## config.mk

```make
export PLATFORM = sky130hd
export DESIGN_NAME = rv_core_top
export DESIGN_NICKNAME = d
export VERILOG_FILES = /design/src/hw/rv_pkg.sv /design/src/hw/rv_decoder.sv /design/src/hw/rv_regfile.sv /design/src/hw/rv_lsu.sv /design/src/hw/rv_core_top.sv
export SDC_FILE = /design/constraint.sdc
export NUM_CORES = 2
export LEC_CHECK = 0
export BUFFER_PORTS_ARGS = -buffer_cell sky130_fd_sc_hd__buf_4
export CAP_MARGIN = 20
export CORE_ASPECT_RATIO = 0.75
export CORE_MARGIN = 2
export CORE_UTILIZATION = 35
export DETAILED_ROUTE_END_ITERATION = 16
export SYNTH_ARGS = -nofsm -noshare
export SYNTH_HDL_FRONTEND = slang
export SYNTH_HIERARCHICAL = 1
export SYNTH_SLANG_ARGS = --single-unit
```

## constraint.sdc

```tcl
create_clock -name clk -period 5.6 [get_ports clk]
set_clock_uncertainty 0.05 [all_clocks]
set_input_delay 0.56 -clock clk [delete_from_list [all_inputs] [get_ports clk]]
set_output_delay 0.56 -clock clk [all_outputs]
set_load 0.01 [all_outputs]
```

## src/hw/rv_pkg.sv

```systemverilog
package rv_pkg;

  // datapath and address width
  localparam int xlen = 32;
  localparam int reg_addr_w = 5;

  // major opcodes, inst[6:0]
  typedef enum logic [6:0] {
    op_load   = 7'b000_0011,
    op_imm    = 7'b001_0011,  // addi only, funct3 ignored
    op_auipc  = 7'b001_0111,
    op_store  = 7'b010_0011,
    op_lui    = 7'b011_0111,
    op_jalr   = 7'b110_0111,
    op_jal    = 7'b110_1111,
    op_system = 7'b111_0011   // ebreak and friends, all halt
  } opcode_e;

  // access size, same as funct3 of loads and stores
  typedef enum logic [2:0] {
    sz_b  = 3'b000,
    sz_h  = 3'b001,
    sz_w  = 3'b010,
    sz_bu = 3'b100,
    sz_hu = 3'b101
  } mem_size_e;

  // write-back source
  typedef enum logic [1:0] {
    wb_adder = 2'b00,  // shared adder result
    wb_link  = 2'b01,  // pc + 4
    wb_load  = 2'b10   // extended load data
  } wb_sel_e;

  // apb master phases
  typedef enum logic [1:0] {
    st_idle   = 2'b00,
    st_setup  = 2'b01,
    st_access = 2'b10
  } lsu_state_e;

endpackage

```

## src/hw/rv_decoder.sv

```systemverilog
module rv_decoder (
  input  logic [31:0]                   inst,
  output logic [rv_pkg::reg_addr_w-1:0] rs1,
  output logic [rv_pkg::reg_addr_w-1:0] rs2,
  output logic [rv_pkg::reg_addr_w-1:0] rd,
  output logic [rv_pkg::xlen-1:0]       imm,
  output logic                          use_pc,
  output logic                          jump,
  output rv_pkg::wb_sel_e               wb_sel,
  output logic                          reg_we,
  output logic                          mem_req,
  output logic                          mem_write,
  output rv_pkg::mem_size_e             mem_size,
  output logic                          is_halt
);
  import rv_pkg::*;

  opcode_e          opcode;
  logic [xlen-1:0]  imm_i;
  logic [xlen-1:0]  imm_s;
  logic [xlen-1:0]  imm_u;
  logic [xlen-1:0]  imm_j;

  assign opcode = opcode_e'(inst[6:0]);

  // lui adds the immediate to x0, so force the rs1 index
  assign rs1 = (opcode == op_lui) ? '0 : inst[19:15];
  assign rs2 = inst[24:20];
  assign rd  = inst[11:7];

  assign imm_i = {{20{inst[31]}}, inst[31:20]};
  assign imm_s = {{20{inst[31]}}, inst[31:25], inst[11:7]};
  assign imm_u = {inst[31:12], 12'h000};  // already shifted
  assign imm_j = {{11{inst[31]}}, inst[31], inst[19:12], inst[20], inst[30:21], 1'b0};

  assign mem_size = mem_size_e'(inst[14:12]);

  always_comb begin
    imm       = '0;
    use_pc    = 1'b0;
    jump      = 1'b0;
    wb_sel    = wb_adder;
    reg_we    = 1'b0;
    mem_req   = 1'b0;
    mem_write = 1'b0;
    is_halt   = 1'b0;
    case (opcode)
      op_imm: begin
        imm    = imm_i;
        reg_we = 1'b1;
      end
      op_lui: begin
        imm    = imm_u;
        reg_we = 1'b1;
      end
      op_auipc: begin
        imm    = imm_u;
        use_pc = 1'b1;
        reg_we = 1'b1;
      end
      op_jal: begin
        imm    = imm_j;
        use_pc = 1'b1;
        jump   = 1'b1;
        wb_sel = wb_link;
        reg_we = 1'b1;
      end
      op_jalr: begin
        imm    = imm_i;  // base is rs1
        jump   = 1'b1;
        wb_sel = wb_link;
        reg_we = 1'b1;
      end
      op_load: begin
        imm     = imm_i;
        wb_sel  = wb_load;
        reg_we  = 1'b1;
        mem_req = 1'b1;
      end
      op_store: begin
        imm       = imm_s;
        mem_req   = 1'b1;
        mem_write = 1'b1;
      end
      op_system: is_halt = 1'b1;
      default: ;  // branches, r-type and junk fall through as nops
    endcase
  end

endmodule

```

## src/hw/rv_regfile.sv

```systemverilog
module rv_regfile (
  input  logic                          clk,
  input  logic                          we,
  input  logic [rv_pkg::reg_addr_w-1:0] waddr,
  input  logic [rv_pkg::xlen-1:0]       wdata,
  input  logic [rv_pkg::reg_addr_w-1:0] raddr1,
  input  logic [rv_pkg::reg_addr_w-1:0] raddr2,
  output logic [rv_pkg::xlen-1:0]       rdata1,
  output logic [rv_pkg::xlen-1:0]       rdata2
);
  import rv_pkg::*;

  logic [xlen-1:0] regs [2**reg_addr_w];

  always_ff @(posedge clk) begin
    if (we && waddr != '0) begin  // x0 never written
      regs[waddr] <= wdata;
    end
  end

  // async read, x0 reads as zero
  assign rdata1 = (raddr1 == '0) ? '0 : regs[raddr1];
  assign rdata2 = (raddr2 == '0) ? '0 : regs[raddr2];

endmodule

```

## src/hw/rv_lsu.sv

```systemverilog
module rv_lsu (
  input  logic                    clk,
  input  logic                    rst,
  input  logic                    req,
  input  logic                    write,
  input  rv_pkg::mem_size_e       size,
  input  logic [rv_pkg::xlen-1:0] addr,
  input  logic [rv_pkg::xlen-1:0] store_data,
  output logic                    done,
  output logic [rv_pkg::xlen-1:0] load_data,
  output logic [rv_pkg::xlen-1:0] paddr,
  output logic                    psel,
  output logic                    penable,
  output logic                    pwrite,
  output logic [rv_pkg::xlen-1:0] pwdata,
  output logic [3:0]              pstrb,
  input  logic [rv_pkg::xlen-1:0] prdata,
  input  logic                    pready
);
  import rv_pkg::*;

  lsu_state_e      state;
  logic            start;
  logic [1:0]      lane;
  logic [1:0]      lane_q;   // byte offset of the pending access
  mem_size_e       size_q;
  logic [xlen-1:0] wdata_lane;
  logic [3:0]      strb;
  logic [7:0]      rd_byte;
  logic [15:0]     rd_half;

  assign start = (state == st_idle) && req;
  assign lane  = addr[1:0];

  always_ff @(posedge clk) begin
    if (rst) begin
      state <= st_idle;
    end else begin
      case (state)
        st_idle:   if (req) state <= st_setup;
        st_setup:  state <= st_access;
        st_access: if (pready) state <= st_idle;
        default:   state <= st_idle;
      endcase
    end
  end

  assign psel    = (state != st_idle);
  assign penable = (state == st_access);
  assign done    = (state == st_access) && pready;

  // replicate the data so the addressed lane always carries it
  always_comb begin
    wdata_lane = '0;
    strb       = 4'b0000;
    case (size)
      sz_b: begin
        wdata_lane = {4{store_data[7:0]}};
        strb       = 4'b0001 << lane;
      end
      sz_h: begin
        wdata_lane = {2{store_data[15:0]}};
        if (!lane[0]) strb = lane[1] ? 4'b1100 : 4'b0011;
      end
      sz_w: begin
        wdata_lane = store_data;
        if (lane == 2'b00) strb = 4'b1111;
      end
      default: ;
    endcase
  end

  // captured once per transfer, held stable through access
  always_ff @(posedge clk) begin
    if (start) begin
      paddr  <= {addr[xlen-1:2], 2'b00};  // word aligned, lanes via pstrb
      pwrite <= write;
      pwdata <= write ? wdata_lane : '0;
      pstrb  <= write ? strb : 4'b0000;
      lane_q <= lane;
      size_q <= size;
    end
  end

  assign rd_byte = prdata[8*lane_q +: 8];
  assign rd_half = lane_q[1] ? prdata[31:16] : prdata[15:0];

  always_comb begin
    case (size_q)
      sz_b:  load_data = {{24{rd_byte[7]}}, rd_byte};
      sz_bu: load_data = {24'h000000, rd_byte};
      sz_h:  load_data = lane_q[0] ? '0 : {{16{rd_half[15]}}, rd_half};
      sz_hu: load_data = lane_q[0] ? '0 : {16'h0000, rd_half};
      sz_w:  load_data = (lane_q == 2'b00) ? prdata : '0;
      default: load_data = '0;  // unused funct3
    endcase
  end

endmodule

```

## src/hw/rv_core_top.sv

```systemverilog
module rv_core_top #(
  parameter logic [rv_pkg::xlen-1:0] reset_pc = 32'h8000_0000
) (
  input  logic                    clk,
  input  logic                    rst,
  input  logic [31:0]             inst,
  output logic [rv_pkg::xlen-1:0] pc,
  output logic                    halted,
  output logic [31:0]             paddr,
  output logic                    psel,
  output logic                    penable,
  output logic                    pwrite,
  output logic [31:0]             pwdata,
  output logic [3:0]              pstrb,
  input  logic [31:0]             prdata,
  input  logic                    pready
);
  import rv_pkg::*;

  logic [reg_addr_w-1:0] rs1, rs2, rd;
  logic [xlen-1:0]       imm;
  logic                  use_pc, jump, reg_we;
  logic                  mem_req, mem_write, is_halt;
  wb_sel_e               wb_sel;
  mem_size_e             mem_size;

  logic [xlen-1:0] rs1_data, rs2_data;
  logic [xlen-1:0] add_a, sum, target, snpc, next_pc, wb_data;
  logic [xlen-1:0] load_data;
  logic            lsu_done, is_jalr, advance;

  rv_decoder u_dec (
    .inst, .rs1, .rs2, .rd, .imm, .use_pc, .jump, .wb_sel,
    .reg_we, .mem_req, .mem_write, .mem_size, .is_halt
  );

  rv_regfile u_rf (
    .clk,
    .we     (reg_we && advance),  // commit only when the instruction retires
    .waddr  (rd),
    .wdata  (wb_data),
    .raddr1 (rs1),
    .raddr2 (rs2),
    .rdata1 (rs1_data),
    .rdata2 (rs2_data)
  );

  rv_lsu u_lsu (
    .clk, .rst,
    .req        (mem_req && !halted),
    .write      (mem_write),
    .size       (mem_size),
    .addr       (sum),
    .store_data (rs2_data),
    .done       (lsu_done),
    .load_data,
    .paddr, .psel, .penable, .pwrite, .pwdata, .pstrb, .prdata, .pready
  );

  // one adder serves addresses, jump targets and addi/lui/auipc
  assign is_jalr = (opcode_e'(inst[6:0]) == op_jalr);
  assign add_a   = use_pc ? pc : rs1_data;
  assign sum     = add_a + imm;
  assign target  = {sum[xlen-1:1], sum[0] & ~is_jalr};
  assign snpc    = pc + 32'd4;
  assign next_pc = jump ? target : snpc;

  always_comb begin
    case (wb_sel)
      wb_link: wb_data = snpc;
      wb_load: wb_data = load_data;
      default: wb_data = sum;
    endcase
  end

  // memory ops wait for the apb transfer, ebreak stops here
  assign advance = !halted && !is_halt && (!mem_req || lsu_done);

  always_ff @(posedge clk) begin
    if (rst) begin
      pc     <= reset_pc;
      halted <= 1'b0;
    end else begin
      if (advance) pc <= next_pc;
      if (is_halt) halted <= 1'b1;  // sticky until reset
    end
  end

endmodule

```

=== Yosys cells after proc, flatten, opt, wreduce, memory -nomap -nowiden ===
Memory sizes are Yosys's and may differ from the RTL's.
Index checks and enable logic that the tools add are counted.

* Add/subtract/negate cells: 2
* Multipliers: 0
* Divide/modulo/power cells: 0
* Order comparisons: 0
* Equal/unequal tests: 20
* Shift-type cells: 2
* Multiplexer cells: 29
* Bitwise operators: 2
* Reductions and logical operators: 27

{| class="wikitable"
|+ Operators with widths
! cell !! number
|-
| 32-bit 2-to-1 mux || 6
|-
| 32-bit one-hot mux with 5 select lines || 1
|-
| 32-bit one-hot mux with 4 select lines || 1
|-
| 32-bit one-hot mux with 3 select lines || 1
|-
| 32-bit one-hot mux with 2 select lines || 1
|-
| 32-bit by 3-bit adder with 32-bit output, second input constant || 1
|-
| 32-bit adder || 1
|-
| 16-bit 2-to-1 mux || 2
|-
| 32-bit by 6-bit indexed part select with 8-bit output || 1
|-
| 7-bit equality test, second input constant || 3
|-
| 7-bit by 5-bit equality test with 1-bit output, second input constant || 2
|-
| 7-bit by 6-bit equality test with 1-bit output, second input constant || 2
|-
| 4-bit 2-to-1 mux || 3
|-
| 4-bit one-hot mux with 3 select lines || 1
|-
| 5-bit logical NOT || 2
|-
| 1-bit 2-to-1 mux || 8
|-
| 2-bit OR reduction || 4
|-
| 7-bit by 2-bit equality test with 1-bit output, second input constant || 1
|-
| 1-bit logical AND || 7
|-
| 3-bit by 1-bit equality test with 1-bit output, second input constant || 2
|-
| 3-bit by 2-bit equality test with 1-bit output, second input constant || 2
|-
| 3-bit equality test, second input constant || 2
|-
| 2-bit logical NOT || 3
|-
| 3-bit logical NOT || 2
|-
| other kinds (17) || 23
|}

* Register bits after elaboration: 107
* Bits in latches: 0
* Memory bits (writable): 1024
* ROM bits: 0
* Input bits: 67
* Output and inout port bits: 104
* Word-level logic and storage cells: 92
* Memories kept: 1

{| class="wikitable"
|+ Memory list
! memory !! words !! bits a word !! read ports !! clocked after memory_dff !! write ports !! line !! source
|-
| u_rf.regs || 32 || 32 || 2 || 0 || 1 || rv_regfile.sv:13 || <nowiki>logic [xlen-1:0] regs [2**reg_addr_w];</nowiki>
|}

=== Logic depth before layout (Yosys ltp) ===
* Depth after elaboration: 10
* Gate-level depth with buffers: 22

=== Cells and area by module ===
The synthesis kept the hierarchy.

{| class="wikitable"
|+ By module, submodules not included
! module !! times used !! cells an instance !! area an instance (µm²) !! sequential area each (µm²)
|-
| rv_regfile || 1 || 2564 || 47929.7 || 30749.5
|-
| rv_core_top || 1 || 744 || 5271.3 || 660.6
|-
| rv_lsu || 1 || 278 || 3514.6 || 2202.1
|-
| rv_decoder || 1 || 109 || 674.4 || 0.0
|}

=== Worst setup path before layout ===
OpenSTA, ideal clock, no wires.

* Path kind: input to register
* Start point: input inst[3]
* End point: memory u_rf.regs[0][26], data pin
* Arrival time: 5619 ps
* Required time: 5162 ps
* Path slack: -457 ps
* Stages: 22
* Buffers on the path: 4
* Cells stage by stage: and4bb_4 -> and4_1 -> nor2b_1 -> buf_2 -> inv_1 -> buf_2 -> buf_2 -> clkbuf_1 -> o21ai_0 -> a311oi_1 -> mux2_2 -> ha_1 -> inv_1 -> fa_1 -> and2b_2 -> o2111ai_1 -> a211oi_2 -> o31ai_2 -> and2_2 -> o311ai_1 -> xnor2_1 -> a2bb2oi_1

* Word-level cells in the longest chain between the ends: 7
* Elaborated cells on any way between the ends: 23
* Classes of those cells: add/sub: 1; eq/ne: 9; mux: 7; reduce/logical: 5; memory: 1

{| class="wikitable"
|+ Ends and longest elaborated chain
! item !! line !! source
|-
| start: declaration || rv_core_top.sv:6 || <nowiki>input logic [31:0] inst,</nowiki>
|-
| 7-bit by 6-bit equality test with 1-bit output (*) || rv_decoder.sv:27 || <nowiki>assign rs1 = (opcode == op_lui) ? '0 : inst[19:15];</nowiki>
|-
| 5-bit 2-to-1 mux (*) || rv_decoder.sv:27 ||
|-
| via rs1[0] || rv_core_top.sv:20 || <nowiki>logic [reg_addr_w-1:0] rs1, rs2, rd;</nowiki>
|-
| memory 32 x 32 bit or 5-bit logical NOT (tied branches) || - ||
|-
| 32-bit 2-to-1 mux (*) || rv_regfile.sv:22 || <nowiki>assign rdata1 = (raddr1 == '0) ? '0 : regs[raddr1];</nowiki>
|-
| via rs1_data[0] || rv_core_top.sv:27 || <nowiki>logic [xlen-1:0] rs1_data, rs2_data;</nowiki>
|-
| 32-bit 2-to-1 mux (*) || rv_core_top.sv:62 || <nowiki>assign add_a = use_pc ? pc : rs1_data;</nowiki>
|-
| 32-bit adder (*) || rv_core_top.sv:63 || <nowiki>assign sum = add_a + imm;</nowiki>
|-
| via sum[26] || rv_core_top.sv:28 || <nowiki>logic [xlen-1:0] add_a, sum, target, snpc, next_pc, wb_data;</nowiki>
|-
| 32-bit one-hot mux with 2 select lines (*) || rv_core_top.sv:69 || <nowiki>case (wb_sel)</nowiki>
|-
| via wb_data[26] || rv_core_top.sv:28 ||
|-
| end: declaration || rv_regfile.sv:13 ||
|}

The timed path passes the listed nets; every way through them passes the cells marked *.

=== Final worst setup path ===
* Start point: input inst[1]
* End point: memory u_rf.regs[24][28], data pin

Same word-level chain as after synthesis.

==> out/qor.csv <==
stage,metric,value,unit
status,run_status,"complete, no violations",
critical_path,cp_data_required_time,6.02,ns
place,preCtsSetupSlack,-0.8540,ns
logic_synthesis,synth_enable_flop_cells,1096,
place,placed_area,0.06541,mm²
run,timing.max_cap.violations,0,
route,drt_pre_antenna_iters,6,
logic_synthesis,ys_warn_count,6,
logic_synthesis,ys_seq_area_share,58.57,%
sta,slew_at_the_pin_closest_to_its_max_slew_limit,1.352,ns
critical_path,nature_of_the_critical_path_endpoint,flip-flop,
power_and_ir_drop,finalPower,0.02009,W
sta,fin_tns_setup,0,ns
logic_synthesis,syn_avg_cell_area,15.53,µm²
route,drc,0,
sta,grt_setup_unrepaired,false,
die,fp-row-count,128,
sta,fin_ws,0.04450,ns
place,globalplace.congestion,0.9428,
logic_synthesis,synth_seq_cells,1131,
sta,slew-limit-headroom,9.327,%
clock_network,cts_buffer_depth,3,
clock_network,clkLatencyLatePin,0.78,ns
route,detail_route.wirelength,216000,µm
logic_synthesis,async_reset_ff_share,0,%
logic_synthesis,synth_top_cell_area_share,57.35,%
logic_synthesis,dominantRegCellSynth,sky130_fd_sc_hd__edfxtp_1,
sta,setup-violations-final,0,
grt,grt_start_max_net_pins,80,
sta,final_hold_viol_count,0,
clock_network,tritoncts,built,
power_and_ir_drop,vdd_drop_max,0.2492,mV
layout,flow.area_growth_from_synthesis,20.57,%
die,chipWidth,471.6,µm
logic_synthesis,cell_with_the_most_instances_after_synthesis,sky130_fd_sc_hd__edfxtp_1,
grt,globalRouteTotalUtil,25.15,%
power_and_ir_drop,power.leakage,23.99,nW
clock_network,clk_pin_slew_worst_paths,0.07,ns
sta,fmax,180.0,MHz
logic_synthesis,synth_cell_type_count,97,
layout,final_cell_area,0.06919,mm²
grt,wire_length_of_the_first_global_routing_pass,298700,µm
clock_network,cts-root-buf,sky130_fd_sc_hd__clkbuf_16,
place,dp.final_hpwl,143100,µm
logic_synthesis,synth.top_cells.by_area,"sky130_fd_sc_hd__edfxtp_1 (57%), sky130_fd_sc_hd__mux4_2 (12%), sky130_fd_sc_hd__mux2i_1 (5.7%)",
clock_network,cts_buffers,109,
layout,final_core_util,42.57,%
route,routed_wire_length_per_instance,33.59,µm
route,via_count,40380,
route,route.antenna.remaining_nets,0,
critical_path,path_max_fanout,32,
worst_hold_path,hold_class,in -> reg,
route,violation_count_after_the_first_detailed_routing_iteration,6211,
power_and_ir_drop,pwr_density_cell,290.4,mW/mm²
logic_synthesis,synth.top_cells.by_count,"sky130_fd_sc_hd__edfxtp_1 (1096), sky130_fd_sc_hd__mux2i_1 (329), sky130_fd_sc_hd__mux4_2 (298)",
clock_network,clock_sink_count,1131,
critical_path,worst-setup-path-type,in -> reg,
grt,grt_pass1_vias,38290,
critical_path,worst-endpoint-arrival,5.97,ns
route,vias_per_cell,6.278,
die,placeableCoreArea,0.1626,mm²
die,design.die.area,0.1673,mm²
die,io_pins,171,
place,numPortBuffers,168,
grt,grt_overflow_total,0,
critical_path,worstSetupStartpointType,primary input,
layout,drive_gt1_share,32.69,%
grt,antenna_found_initial,6,
die,start_util,35.30,%
die,die_h,354.7,µm
sta,timing.final.crit_period,5.555,ns
logic_synthesis,synthDominantAreaCellType,sky130_fd_sc_hd__edfxtp_1,
sta,min_period_over_period,99.21,%
logic_synthesis,synthCells,3695,
sta,timing.final.max_slew_violations,0,
layout,nNetsFinal,4298,
clock_network,cts-htree-levels,3,
logic_synthesis,mappedNetlistArea,0.05739,mm²
[flip-flops by register name, indices dropped and copies added (netlist names)]
signal and flops:
halted 1, pc 32, u_lsu/lane_q 2, u_lsu/paddr 30, u_lsu/pstrb 4, u_lsu/pwdata 32, u_lsu/pwrite 1, u_lsu/size_q 3
u_lsu/state 2, u_rf/regs 1024
[metal layers]
metal / routed length (µm) / global-route usage [%] / vias to the layer above
met2: 94930 / 37.66 / 2841
li1: - / - / 16240
met1: 87660 / 36.12 / 20870
met4: 7544 / 8.071 / 6
met5: 38 / 0 / -
met3: 25840 / 5.862 / 412
[power breakdown]
| group | switching (W) | total, W | internal, W |
|---|---|---|---|
| combinational | 0.00167 | 0.00278 | 0.00111 |
| sequential | 0.0000348 | 0.00969 | 0.00965 |
| clock | 0.00339 | 0.00763 | 0.00424 |
| total | 0.00509 | 0.0201 | 0.0150 |
[final timing paths]
kind                       end  depth (start not counted)  slack, ns             from
min reg2reg     u_lsu/state[1]                          2       0.49   u_lsu/state[0]
max          u_rf/regs[24][28]                         26       0.04          inst[1]
max reg2reg  u_rf/regs[24][28]                         19       0.85  u_rf/regs[8][0]
min             u_lsu/state[1]                          4       0.06           pready
[critical path: stages]
cell and delay (ns):
sky130_fd_sc_hd__buf_4 0.11, sky130_fd_sc_hd__and4bb_4 0.20, sky130_fd_sc_hd__and4_1 0.23, sky130_fd_sc_hd__buf_12 0.16
sky130_fd_sc_hd__nor2b_4 0.27, sky130_fd_sc_hd__buf_4 0.20, sky130_fd_sc_hd__buf_4 0.21, sky130_fd_sc_hd__buf_12 0.17
sky130_fd_sc_hd__buf_12 0.18, sky130_fd_sc_hd__buf_4 0.22, sky130_fd_sc_hd__mux2i_1 0.09, sky130_fd_sc_hd__nand2_1 0.07
sky130_fd_sc_hd__o2111ai_1 0.11, sky130_fd_sc_hd__a311oi_1 0.58, sky130_fd_sc_hd__mux2_2 0.27, sky130_fd_sc_hd__ha_1 0.27
sky130_fd_sc_hd__a21oi_1 0.16, sky130_fd_sc_hd__and2b_2 0.26, sky130_fd_sc_hd__a41o_2 0.29, sky130_fd_sc_hd__o31ai_2 0.22
sky130_fd_sc_hd__buf_4 0.20, sky130_fd_sc_hd__a21o_1 0.18, sky130_fd_sc_hd__o21ai_0 0.13, sky130_fd_sc_hd__xor2_1 0.18
sky130_fd_sc_hd__o21a_1 0.22, sky130_fd_sc_hd__buf_12 0.17
[layout make-up]
| cell class | count | area (µm²) |
|---|---|---|
| Fill cell | 14450 | 93360 |
| Sequential cell | 1131 | 33610 |
| Multi-Input combinational cell | 2247 | 22600 |
| Timing Repair Buffer | 672 | 6496 |
| Clock buffer | 127 | 2825 |
| Tap cell | 2145 | 2684 |
| Clock inverter | 71 | 830.8 |
| Inverter | 35 | 133.9 |
| Antenna cell | 3 | 7.507 |
[cells by family after synthesis]
family / Yosys count / share of synthesized area (%)
flip-flops: 1131 / 58.57
buffers and inverters: 349 / 3.198
AO/OA/AOI/OAI: 701 / 8.919
other: 2 / 0.01309
AND/OR/NAND/NOR: 628 / 5.577
multiplexers: 791 / 22.06
adder cells (fa/ha/maj): 35 / 0.7761
XOR/XNOR: 58 / 0.8852
[placed cells by master, fill, tap and decap left out, drive strengths merged, types with 35 or more instances in the layout]
master,instances
a211oi,71
nand3,68
o221ai,68
nor2b,66
xnor2,37
mux4,352
a21oi,133
clkinv,54
nor2,136
nand2,193
clkbuf,127
a221oi,82
dfxtp,35
nand4,45
mux2,110
edfxtp,1096
o21ai,105
mux2i,329
buf,671
a22oi,80
[metrics by stage]
stage	hold WS (ns)	cells
floorplan	0.4453	3727
global placement	0.4673	6226
detailed placement	0.4686	6226
CTS	0.006829	6425
global route	0.06549	6428
finish	0.06382	6431
[repair_timing]
| action | 4_1_cts | 5_1_grt |
|---|---|---|
| hold buffers | 1 | 0 |
| pin swaps | 0 | 1 |
| endpoints found under the hold margin | 1 | 0 |
| gates resized for setup | 2 | 17 |
| buffers inserted | 0 | 3 |
| setup endpoints to repair | 69 | 482 |
No activity file was read; power rests on OpenSTA's default activity.
